$ cat config.mk
export PLATFORM = sky130hd
export DESIGN_NAME = rename_top
export DESIGN_NICKNAME = d
export VERILOG_FILES = /design/src/rename_pkg.sv /design/src/branch_stack.sv /design/src/dispatch.sv /design/src/phys_reg_status.sv /design/src/psel_gen.sv /design/src/rename_top.sv
export VERILOG_INCLUDE_DIRS = /design/src
export SDC_FILE = /design/constraint.sdc
export NUM_CORES = 1
export LEC_CHECK = 0
export ABC_AREA = 1
export ABC_CLOCK_PERIOD_IN_PS = 16200
export BUFFER_PORTS_ARGS = -buffer_cell sky130_fd_sc_hd__buf_4
export CAP_MARGIN = 30
export CORE_ASPECT_RATIO = 1.25
export CORE_UTILIZATION = 30
export DETAILED_ROUTE_END_ITERATION = 6
export GPL_TIMING_DRIVEN = 0
export MAX_ROUTING_LAYER = met4
export SYNTH_ARGS = -nofsm -noshare
export SYNTH_HDL_FRONTEND = slang
export SYNTH_SLANG_ARGS = --single-unit
export TNS_END_PERCENT = 100
$ cat constraint.sdc
create_clock -name clock -period 16.2 [get_ports clock]
set_input_delay 2.43 -clock clock [delete_from_list [all_inputs] [get_ports clock]]
set_output_delay 2.43 -clock clock [all_outputs]
set_load 0.05 [all_outputs]
$ cat src/rename_settings.svh
`ifndef rename_settings_svh
`define rename_settings_svh

// instructions renamed per cycle
`define RN_WIDTH 2

// register file sizes
`define ARCH_REGS 8
`define PHYS_REGS 16

// checkpoints held for unresolved branches
`define BS_DEPTH 2

// a dispatch count runs from 0 up to RN_WIDTH
`define CNT_BITS 2

`endif

$ cat src/rename_pkg.sv
`include "rename_settings.svh"

package rename_pkg;

    typedef logic [$clog2(`ARCH_REGS)-1:0] arch_reg_t;  // architectural register index
    typedef logic [$clog2(`PHYS_REGS)-1:0] phys_reg_t;  // physical register tag
    typedef logic [`PHYS_REGS-1:0]         reg_vec_t;   // one bit per physical register
    typedef logic [`BS_DEPTH-1:0]          b_mask_t;    // one bit per branch-stack entry
    typedef logic [$clog2(`BS_DEPTH)-1:0]  b_id_t;
    typedef logic [`CNT_BITS-1:0]          count_t;
    typedef phys_reg_t [`ARCH_REGS-1:0]    map_table_t;

    typedef struct packed {
        logic      has_dest;
        logic      is_branch;
        logic      halt;
        logic      rs1_used;
        logic      rs2_used;
        arch_reg_t src1;
        arch_reg_t src2;
        arch_reg_t dest;
    } decoded_t;

    typedef struct packed {
        phys_reg_t t_new;
        phys_reg_t src1;
        logic      src1_ready;
        phys_reg_t src2;
        logic      src2_ready;
        b_mask_t   b_mask;       // branches this entry depends on
        b_mask_t   b_mask_mask;  // own bit, set for a branch only
    } rs_entry_t;

    typedef struct packed {
        phys_reg_t t_new;
        phys_reg_t t_old;   // freed when this entry retires
        arch_reg_t arch_reg;
        logic      halt;
    } rob_entry_t;

    typedef struct packed {
        logic      valid;
        phys_reg_t tag;
    } cdb_t;

    typedef struct packed {
        map_table_t map_table;
        reg_vec_t   free_list;
        b_mask_t    b_mask;
    } checkpoint_t;

    typedef enum logic {
        bs_empty,
        bs_live
    } bs_state_t;

endpackage

$ cat src/branch_stack.sv
`timescale 1ns/1ps
`include "rename_settings.svh"

module branch_stack (
    input  logic                                     clock,
    input  logic                                     reset,
    input  rename_pkg::b_mask_t                      bs_alloc,
    input  rename_pkg::checkpoint_t [`BS_DEPTH-1:0]  new_checkpoints,
    input  logic                                     resolve_valid,
    input  logic                                     resolve_mispredict,
    input  rename_pkg::b_id_t                        resolve_id,
    input  logic                                     retire_valid,
    input  rename_pkg::phys_reg_t                    retire_tag,
    output rename_pkg::b_mask_t                      b_mask,
    output logic                                     restore_valid,
    output rename_pkg::map_table_t                   restore_map,
    output rename_pkg::reg_vec_t                     restore_free
);
    import rename_pkg::*;

    bs_state_t                     state [`BS_DEPTH];
    bs_state_t                     next_state [`BS_DEPTH];
    checkpoint_t [`BS_DEPTH-1:0]   cps, next_cps;

    always_comb begin
        for (int j = 0; j < `BS_DEPTH; j++) b_mask[j] = (state[j] == bs_live);
    end

    assign restore_valid = resolve_valid && resolve_mispredict;
    assign restore_map   = cps[resolve_id].map_table;
    assign restore_free  = cps[resolve_id].free_list;  // retire of this cycle added downstream

    always_comb begin
        next_state = state;
        next_cps = cps;
        for (int j = 0; j < `BS_DEPTH; j++) begin
            if (bs_alloc[j]) begin
                next_state[j] = bs_live;
                next_cps[j] = new_checkpoints[j];
            end
            if (retire_valid && next_state[j] == bs_live) next_cps[j].free_list[retire_tag] = 1'b1;
            // a resolved branch is no longer an older dependency of anyone
            if (resolve_valid && !resolve_mispredict) next_cps[j].b_mask[resolve_id] = 1'b0;
        end
        if (resolve_valid) begin
            next_state[resolve_id] = bs_empty;
            for (int j = 0; j < `BS_DEPTH; j++) begin
                // younger entries are those outside the mispredicted branch's mask
                if (resolve_mispredict && !cps[resolve_id].b_mask[j]) next_state[j] = bs_empty;
            end
        end
    end

    always_ff @(posedge clock) begin
        cps <= next_cps;
        for (int j = 0; j < `BS_DEPTH; j++) state[j] <= reset ? bs_empty : next_state[j];
    end

endmodule

$ cat src/dispatch.sv
`timescale 1ns/1ps
`include "rename_settings.svh"

module dispatch (
    input  logic                                     clock,
    input  logic                                     reset,
    input  rename_pkg::count_t                       inst_count,
    input  rename_pkg::count_t                       rob_spots,
    input  rename_pkg::count_t                       rs_spots,
    input  rename_pkg::count_t                       free_count,
    input  rename_pkg::decoded_t  [`RN_WIDTH-1:0]    insts,
    input  rename_pkg::phys_reg_t [`RN_WIDTH-1:0]    regs_to_use,
    input  rename_pkg::reg_vec_t                     complete_list,
    input  rename_pkg::reg_vec_t                     free_list,
    input  rename_pkg::cdb_t      [`RN_WIDTH-1:0]    cdb,
    input  rename_pkg::b_mask_t                      b_mask,
    input  logic                                     restore_valid,
    input  rename_pkg::map_table_t                   restore_map,
    output rename_pkg::count_t                       num_dispatched,
    output rename_pkg::count_t                       alloc_count,
    output rename_pkg::rs_entry_t  [`RN_WIDTH-1:0]   rs_entries,
    output rename_pkg::rob_entry_t [`RN_WIDTH-1:0]   rob_entries,
    output rename_pkg::b_mask_t                      bs_alloc,
    output rename_pkg::checkpoint_t [`BS_DEPTH-1:0]  new_checkpoints
);
    import rename_pkg::*;

    map_table_t                map_table, next_map;
    reg_vec_t                  next_free;
    reg_vec_t                  ready_list;  // completion list minus this cycle's new tags
    b_mask_t                   next_mask;
    b_mask_t [`RN_WIDTH-1:0]   slot_gnt;    // free branch-stack slots, lowest first
    count_t                    limit;
    count_t                    branches;
    logic                      stop;

    // a source is ready if unused, already complete, or completing right now
    function automatic logic src_ready(input phys_reg_t tag, input logic used,
                                       input reg_vec_t done, input cdb_t [`RN_WIDTH-1:0] bus);
        logic ready;
        ready = !used || done[tag];
        for (int j = 0; j < `RN_WIDTH; j++) begin
            if (bus[j].valid && bus[j].tag == tag) ready = 1'b1;
        end
        return ready;
    endfunction

    psel_gen #(
        .WIDTH (`BS_DEPTH),
        .REQS  (`RN_WIDTH)
    ) i_psel_gen (
        .req     (~b_mask),
        .gnt_bus (slot_gnt)
    );

    always_comb begin
        limit = inst_count;
        if (rob_spots < limit) limit = rob_spots;
        if (rs_spots < limit) limit = rs_spots;
        if (free_count < limit) limit = free_count;
        if (restore_valid) limit = '0;  // nothing dispatches while recovering
    end

    always_comb begin
        next_map = map_table;
        next_free = free_list;
        ready_list = complete_list;
        next_mask = b_mask;
        num_dispatched = '0;
        bs_alloc = '0;
        new_checkpoints = '0;
        rs_entries = '0;
        rob_entries = '0;
        branches = '0;
        stop = 1'b0;
        for (int i = 0; i < `RN_WIDTH; i++) begin
            if (i < limit && !stop) begin
                if (insts[i].is_branch && slot_gnt[branches] == '0) begin
                    stop = 1'b1;  // no checkpoint slot left, hold this and later lanes
                end else begin
                    // sources see renames of earlier lanes
                    rs_entries[i].t_new = regs_to_use[i];
                    rs_entries[i].src1 = next_map[insts[i].src1];
                    rs_entries[i].src1_ready = src_ready(next_map[insts[i].src1],
                                                         insts[i].rs1_used, ready_list, cdb);
                    rs_entries[i].src2 = next_map[insts[i].src2];
                    rs_entries[i].src2_ready = src_ready(next_map[insts[i].src2],
                                                         insts[i].rs2_used, ready_list, cdb);
                    rs_entries[i].b_mask = next_mask;

                    rob_entries[i].t_new = regs_to_use[i];
                    rob_entries[i].arch_reg = insts[i].has_dest ? insts[i].dest : '0;
                    rob_entries[i].t_old = insts[i].has_dest ? next_map[insts[i].dest]
                                                             : regs_to_use[i];
                    rob_entries[i].halt = insts[i].halt;

                    next_free[regs_to_use[i]] = 1'b0;
                    ready_list[regs_to_use[i]] = 1'b0;
                    if (insts[i].has_dest) next_map[insts[i].dest] = regs_to_use[i];

                    if (insts[i].is_branch) begin
                        // snapshot state after this branch's own rename
                        for (int j = 0; j < `BS_DEPTH; j++) begin
                            if (slot_gnt[branches][j]) begin
                                new_checkpoints[j].map_table = next_map;
                                new_checkpoints[j].free_list = next_free;
                                new_checkpoints[j].b_mask = next_mask;
                            end
                        end
                        rs_entries[i].b_mask_mask = slot_gnt[branches];
                        bs_alloc = bs_alloc | slot_gnt[branches];
                        next_mask = next_mask | slot_gnt[branches];
                        branches = branches + 1'b1;
                    end
                    num_dispatched = num_dispatched + 1'b1;
                end
            end
        end
    end

    assign alloc_count = num_dispatched;  // one new register per dispatched lane

    always_ff @(posedge clock) begin
        if (reset) begin
            for (int a = 0; a < `ARCH_REGS; a++) map_table[a] <= phys_reg_t'(a);  // identity
        end else begin
            map_table <= restore_valid ? restore_map : next_map;
        end
    end

endmodule

$ cat src/phys_reg_status.sv
`timescale 1ns/1ps
`include "rename_settings.svh"

module phys_reg_status (
    input  logic                                     clock,
    input  logic                                     reset,
    input  rename_pkg::count_t                       alloc_count,
    input  rename_pkg::cdb_t  [`RN_WIDTH-1:0]        cdb,
    input  logic                                     retire_valid,
    input  rename_pkg::phys_reg_t                    retire_tag,
    input  logic                                     restore_valid,
    input  rename_pkg::reg_vec_t                     restore_free,
    output rename_pkg::phys_reg_t [`RN_WIDTH-1:0]    regs_to_use,
    output rename_pkg::count_t                       free_count,
    output rename_pkg::reg_vec_t                     free_list,
    output rename_pkg::reg_vec_t                     complete_list
);
    import rename_pkg::*;

    count_t   found;
    reg_vec_t next_free, next_complete;

    // pick the lowest free registers, stop once RN_WIDTH are found
    always_comb begin
        regs_to_use = '0;
        found = '0;
        for (int p = 0; p < `PHYS_REGS; p++) begin
            if (free_list[p] && found < `RN_WIDTH) begin
                regs_to_use[found] = phys_reg_t'(p);
                found = found + 1'b1;
            end
        end
    end

    assign free_count = found;  // saturates at RN_WIDTH

    always_comb begin
        next_free = restore_valid ? restore_free : free_list;
        next_complete = complete_list;
        for (int i = 0; i < `RN_WIDTH; i++) begin
            if (i < alloc_count) begin
                next_free[regs_to_use[i]] = 1'b0;
                next_complete[regs_to_use[i]] = 1'b0;  // new tag is not yet written
            end
            if (cdb[i].valid) next_complete[cdb[i].tag] = 1'b1;
        end
        if (retire_valid) next_free[retire_tag] = 1'b1;
    end

    always_ff @(posedge clock) begin
        if (reset) begin
            for (int p = 0; p < `PHYS_REGS; p++) begin
                free_list[p] <= (p >= `ARCH_REGS);     // upper half starts free
                complete_list[p] <= (p < `ARCH_REGS);  // initial mappings hold values
            end
        end else begin
            free_list <= next_free;
            complete_list <= next_complete;
        end
    end

endmodule

$ cat src/psel_gen.sv
`timescale 1ns/1ps

// grants up to REQS requests, lowest index first, each grant one-hot
module psel_gen #(
    parameter int WIDTH = 4,
    parameter int REQS  = 2
) (
    input  logic [WIDTH-1:0]           req,
    output logic [REQS-1:0][WIDTH-1:0] gnt_bus
);

    logic [REQS-1:0][WIDTH-1:0] left;  // requests not yet granted before grant k

    assign left[0] = req;

    for (genvar k = 0; k < REQS; k++) begin : g_grant
        // lowest set bit of what is left, zero if nothing is left
        assign gnt_bus[k] = left[k] & (~left[k] + 1'b1);

        if (k < REQS - 1) begin : g_next
            assign left[k+1] = left[k] & ~gnt_bus[k];
        end
    end

endmodule

$ cat src/rename_top.sv
`timescale 1ns/1ps
`include "rename_settings.svh"

module rename_top (
    input  logic                                     clock,
    input  logic                                     reset,
    input  rename_pkg::count_t                       inst_count,
    input  rename_pkg::decoded_t   [`RN_WIDTH-1:0]   insts,
    input  rename_pkg::count_t                       rob_spots,
    input  rename_pkg::count_t                       rs_spots,
    output rename_pkg::count_t                       num_dispatched,
    output rename_pkg::rs_entry_t  [`RN_WIDTH-1:0]   rs_entries,
    output rename_pkg::rob_entry_t [`RN_WIDTH-1:0]   rob_entries,
    output rename_pkg::b_mask_t                      b_mask,
    input  rename_pkg::cdb_t       [`RN_WIDTH-1:0]   cdb,
    input  logic                                     retire_valid,
    input  rename_pkg::phys_reg_t                    retire_tag,
    input  logic                                     resolve_valid,
    input  rename_pkg::b_id_t                        resolve_id,
    input  logic                                     resolve_mispredict
);
    import rename_pkg::*;

    phys_reg_t [`RN_WIDTH-1:0]    regs_to_use;
    count_t                       free_count, alloc_count;
    reg_vec_t                     free_list, complete_list, restore_free;
    checkpoint_t [`BS_DEPTH-1:0]  new_checkpoints;
    b_mask_t                      bs_alloc;
    logic                         restore_valid;
    map_table_t                   restore_map;

    phys_reg_status i_phys_reg_status (
        .clock, .reset, .alloc_count, .cdb, .retire_valid, .retire_tag,
        .restore_valid, .restore_free, .regs_to_use, .free_count, .free_list, .complete_list
    );

    branch_stack i_branch_stack (
        .clock, .reset, .bs_alloc, .new_checkpoints, .resolve_valid, .resolve_mispredict,
        .resolve_id, .retire_valid, .retire_tag, .b_mask, .restore_valid, .restore_map,
        .restore_free
    );

    dispatch i_dispatch (
        .clock, .reset, .inst_count, .rob_spots, .rs_spots, .free_count, .insts, .regs_to_use,
        .complete_list, .free_list, .cdb, .b_mask, .restore_valid, .restore_map,
        .num_dispatched, .alloc_count, .rs_entries, .rob_entries, .bs_alloc, .new_checkpoints
    );

endmodule
# Word-level counts from Yosys, hierarchy flattened

Cells that the tools add are included.

$add $sub $neg: 18
Order comparisons: 79
Equal/unequal tests: 8
Muxes and demuxes: 188
Bitwise operators: 68
Reduce and logical (&&, ||, !) cells: 70

Operator list:

| kind                                                              | count |
|---|---|
| 2-to-1 mux 100 bit                                                | 6 |
| 2-to-1 mux 50 bit                                                 | 6 |
| 2-to-1 mux 16 bit                                                 | 14 |
| 2-to-1 mux 32 bit                                                 | 7 |
| 2-to-1 mux 8 bit                                                  | 14 |
| 2-to-1 mux 18 bit                                                 | 6 |
| 2-to-1 mux 4 bit                                                  | 25 |
| bitwise AND 16 bit                                                | 6 |
| OR 16 bit                                                         | 5 |
| 2-to-1 mux 2 bit                                                  | 39 |
| binary-select mux 4 bit (select 3 bit)                            | 6 |
| bitwise mux 32 bit                                                | 2 |
| less-than comparator 2 bit, second input constant                 | 31 |
| demux 4 bit (select 1 bit)                                        | 15 |
| logical AND 1 bit                                                 | 56 |
| 2-to-1 mux 12 bit                                                 | 4 |
| less-than comparator 4 x 5 -> 1 bit, second input constant        | 9 |
| adder 2 x 1 -> 2 bit, second input constant                       | 18 |
| == test 4 bit                                                     | 8 |
| NOT 16 bit                                                        | 2 |
| greater-or-equal comparator 2 x 1 -> 1 bit, second input constant | 15 |
| 2-to-1 mux 1 bit                                                  | 28 |
| bitwise AND 4 bit                                                 | 6 |
| demux 4 bit (select 3 bit)                                        | 2 |
| other kinds (28)                                                  | 101 |

Register bits: 166
Bits of input ports: 54
Output and inout bits: 64
Word-level logic and storage cells: 463

# Longest topological paths before layout

Word-level depth: 66
Mapped depth: 77
Mapped depth without buffers: 77

# Cells and area by module

A second synthesis with hierarchy kept.

Cells, all modules: 2778
Area, all modules: 16397.0 µm²

Modules (own cells, without submodules):

| module          | instances | cells each | area an instance (µm²) | seq. area each (µm²) |
|---|---|---|---|---|
| dispatch        | 1         | 1745       | 8645.8                 | 640.6 |
| branch_stack    | 1         | 452        | 4131.5                 | 2642.5 |
| phys_reg_status | 1         | 574        | 3583.4                 | 640.6 |
| psel_gen        | 1         | 7          | 36.3                   | 0.0 |

# Worst setup path before layout

Ideal clock, no wire load.

Path type: register -> output
Start: reg i_phys_reg_status.free_list[1]
End: out rs_entries[32] in the netlist's numbering
Arrival: 10.454 ns
Data required time: 13.770 ns
Slack: 3.316 ns
Stages on the path, launching flop included: 63
Path buffers: 4
Cell sequence: dfxtp_1 inv_1 ha_1 nand3_1 nand2_2 inv_1 ha_1 inv_1 nand2_1 nand3_2 inv_1 ha_1 nor2_1 nor2_4 ha_1 or2_1 nand2_2 inv_1 (+27 left out) ha_1 o21ai_0 ha_1 nand2_1 a21oi_1 nand2_4 nand2_4 nand2_4 nor2_2 nor3_4 inv_2 nand3_2 nand2_1 buf_4 buf_6 buf_2 nor2_1 buf_4

RTL lines:

| item                            | RTL line              | RTL |
|---|---|---|
| start, declared                 | phys_reg_status.sv:15 | `output rename_pkg::reg_vec_t free_list,` |
| start signal, assigned by index | phys_reg_status.sv:53 | `` free_list[p] <= (p >= `ARCH_REGS); `` |
| start signal, assigned          | phys_reg_status.sv:57 | `free_list <= next_free;` |
| end, declared                   | rename_top.sv:12      | `` output rename_pkg::rs_entry_t [`RN_WIDTH-1:0] rs_entries, `` |

==> summary.txt <==
Synthesis
  • Post-synth top area cell: dfxtp_1
  • Mapped Area: about 15000 sq um
  • Sequential element share of the synthesized area: about a quarter
  • Fraction of registers with async set/reset: 0%
  • Yosys reg bits: roughly 160
  • Post-synthesis net count: roughly 2500
  • Synth cell count leaders: 510 x nand2_1, 290 x nor2_1, 267 x nand3_1, 250 x inv_1, 222 x o21ai_0
  • Syn Area/Cell: between 6 and 7 sq um
  • Synthesized instance count: around 2400
  • Most frequent cell after synthesis: nand2_1
  • Post-synth EDFFs: between 60 and 70
  • Warnings, synthesis: 0
  • Primary FF master, synth: dfxtp_1
  • Synth top area share: ~13%
  • Synth top area cells: dfxtp_1 13%, edfxtp_1 13%, nand2_1 13%
  • Synth cell types: a little under 50

Setup path
  • R2r endpoint: i_branch_stack.cps[15]
  • CP max stage cell: o21ai_0
  • WP data required: about 14 ns
  • Arr. time, crit path: about 12 ns
  • Worst reg2reg path depth: 57
  • Delay of the slowest cell on the worst path: around 0.83 ns
  • Critical path class: reg -> out
  • Crit end category: output pin
  • Reg2reg start: i_phys_reg_status.free_list[1]
  • Reg2Reg Setup Slack: roughly 3.7 ns
  • Most frequent CP cell: ha_1
  • CP max FO: 7
  • Setup crit start kind: flop

GRT
  • Vias in the first global route: between 15000 and 20000
  • Largest net degree at the start of global routing: 34
  • Global Route Usage Sum: between 30% and 40%
  • Antenna violations before repair: 2
  • First-pass GRT wire length: between 100 and 150 mm
  • Grt ovf: 0

Routing
  • Met3 WL: around 6.2 mm
  • Initial DRC Count: ~2200
  • Antenna viol nets, final: 0
  • Top sig layer: met4
  • Via count: approximately 19000
  • Drt first pass iters: 7
  • Post-route DRC: 1
  • Met1 Wirelength: around 33 mm
  • WL final: 92.5 mm
  • Met2 WL post-DR: between 40 and 50 mm
  • DR WL/cell: around 29 um
  • Vias per cell: ~5.9

Floorplan
  • Core area: approximately 49000 sq um
  • Die ar.: between 50000 and 60000 sq um
  • IO Pins: 118
  • Starting Density: between 30 and 40%
  • Die X: ~200 um
  • Die height: approximately 250 um
  • Core Rows: 91

Finish
  • Storage element area: between 3000 and 4000 sq um
  • Proportion of layout cells with a drive suffix above 1: approximately 10%
  • Combined area of the multi-input logic cells: around 9400 sq um
  • P&R area growth vs syn: 14.7%
  • Nets: about 2600
  • FILL cells: approximately 5500
  • # diodes: 0
  • Final Core Density: 34.8%

Worst hold path
  • Min-delay src: i_branch_stack.cps[16]
  • Min-Delay Endpoint: i_branch_stack.cps[16]
  • WHS Path Cells: 2
  • Worst Hold Class: reg -> reg

Status
  • Failing checks: DRC
  • Status: finished with violations

CTS
  • Clk slew on worst S/H paths: about 0.07 ns
  • Post-CTS setup buffer count: 0
  • Clk sinks: around 160
  • Hold-fix buffers at CTS: 0
  • Skew-Pair Late Insertion Delay: between 0.4 and 0.5 ns
  • CTS max path bufs: 2
  • CTS resizes: 0
  • Htree depth: 4
  • CTS Buf Count: 17
  • CTS tree: yes
  • CTS Root Cell: clkbuf_16

Timing
  • Worst Tran Pin Value: around 1.0 ns
  • Maximum clock frequency: 67.3 MHz
  • Post-layout min period: ~15 ns
  • Tcrit/Tclk final: between 90% and 100%
  • Final count of hold timing violations: 0
  • Final worst setup slack: roughly 1.3 ns
  • Rel. slew slack: a little under a third
  • Worst Clk Skew: around 0.016 ns
  • # setup viols final: 0
  • Max-slew violations: 0
  • Unrepaired setup endpoints after global routing: no
  • Setup TNS: 0 ns

Placement
  • Placer congestion estimate: between 1 and 1.5
  • Port buffer count: 99
  • HPWL Detailed: between 70 and 80 mm
  • Place WS: 1.94 ns

Flow run
  • Maxcap violations: 0
stage by stage:
stage                     std cells  instance area (sq um)  hold WS [ns]
after floorplan                2438                  14900         0.432
after global placement         3188                  16500         0.455
after detailed placement       3189                  16500         0.470
after CTS                      3221                  17100         0.490
after global routing           3221                  17100         0.513
final                          3221                  17100         0.493
per-layer routing:
metal,global-route usage [%],vias to the layer above
met5,-,-
li1,-,8545
met3,5.45,325
met2,60.1,1130
met4,33.3,0
met1,39.2,8983
how the worst max path moves through the flow:
stage | start | endpoint | cells after the start
after CTS | i_phys_reg_status.free_list[0] | rs_entries[27] | 68
after detailed placement | i_phys_reg_status.free_list[0] | rs_entries[27] | 68
final | i_phys_reg_status.free_list[1] | rs_entries[27] | 68
after floorplan | i_phys_reg_status.free_list[1] | rs_entries[32] | 62
after global routing | i_phys_reg_status.free_list[0] | rs_entries[27] | 70
after global placement | i_phys_reg_status.free_list[1] | rs_entries[27] | 68
state kept, by name, indices dropped and copies added (netlist names):
signal / count
i_branch_stack.cps: 98
i_branch_stack.b_mask: 2
i_phys_reg_status.free_list: 16
i_dispatch.map_table: 32
i_phys_reg_status.complete_list: 16
cell families after synthesis:
logic type | after synthesis | synth area share [%]
compound gates | 648 | 25.0
xor+xnor | 7 | 0.410
fa+ha+maj | 37 | 3.10
buf+inv | 415 | 11.1
flops | 164 | 26.3
simple gates | 1167 | 34.1
layout make-up:
class / instances / area share (%)
Timing Repair Buffer: 100 / 4.50
Clock inverter: 15 / 1.06
Buffer: 130 / 3.48
Tap cell: 651 / 4.75
Multi-Input combinational cell: 1859 / 54.6
Inverter: 285 / 6.24
Clock buffer: 17 / 2.48
Sequential cell: 164 / 22.9
worst max-delay path: cells and delay by family, from the launching register on:
family / cells / cell delay, ns
compound gates: 8 / 2.26
flops: 1 / 0.38
fa+ha+maj: 14 / 3.76
buf+inv: 16 / 1.39
simple gates: 30 / 4.11
placed cells by master (no fill, tap or decap), drive strengths merged, types with 2 or more instances in the layout:
cell and instances:
nor3 15, edfxtp 64, o31ai 6, nand2 540, clkinv 12, a31oi 3
a211oi 9, a221o 3, buf 142, nor2 303, o21ai 322, o22ai 56
ha 37, nand4 4, xor2 7, inv 287, a221oi 30, nand3 283
o211ai 30, dfxtp 100, clkbuf 105, or3 15, o32ai 25, a22oi 2
a32oi 6, o221ai 3, nand3b 2, a21oi 147, o2111ai 4, nor4 2
Power is not shown: default switching activity piles up to over one toggle a cycle in this logic, so the estimate is an artifact.
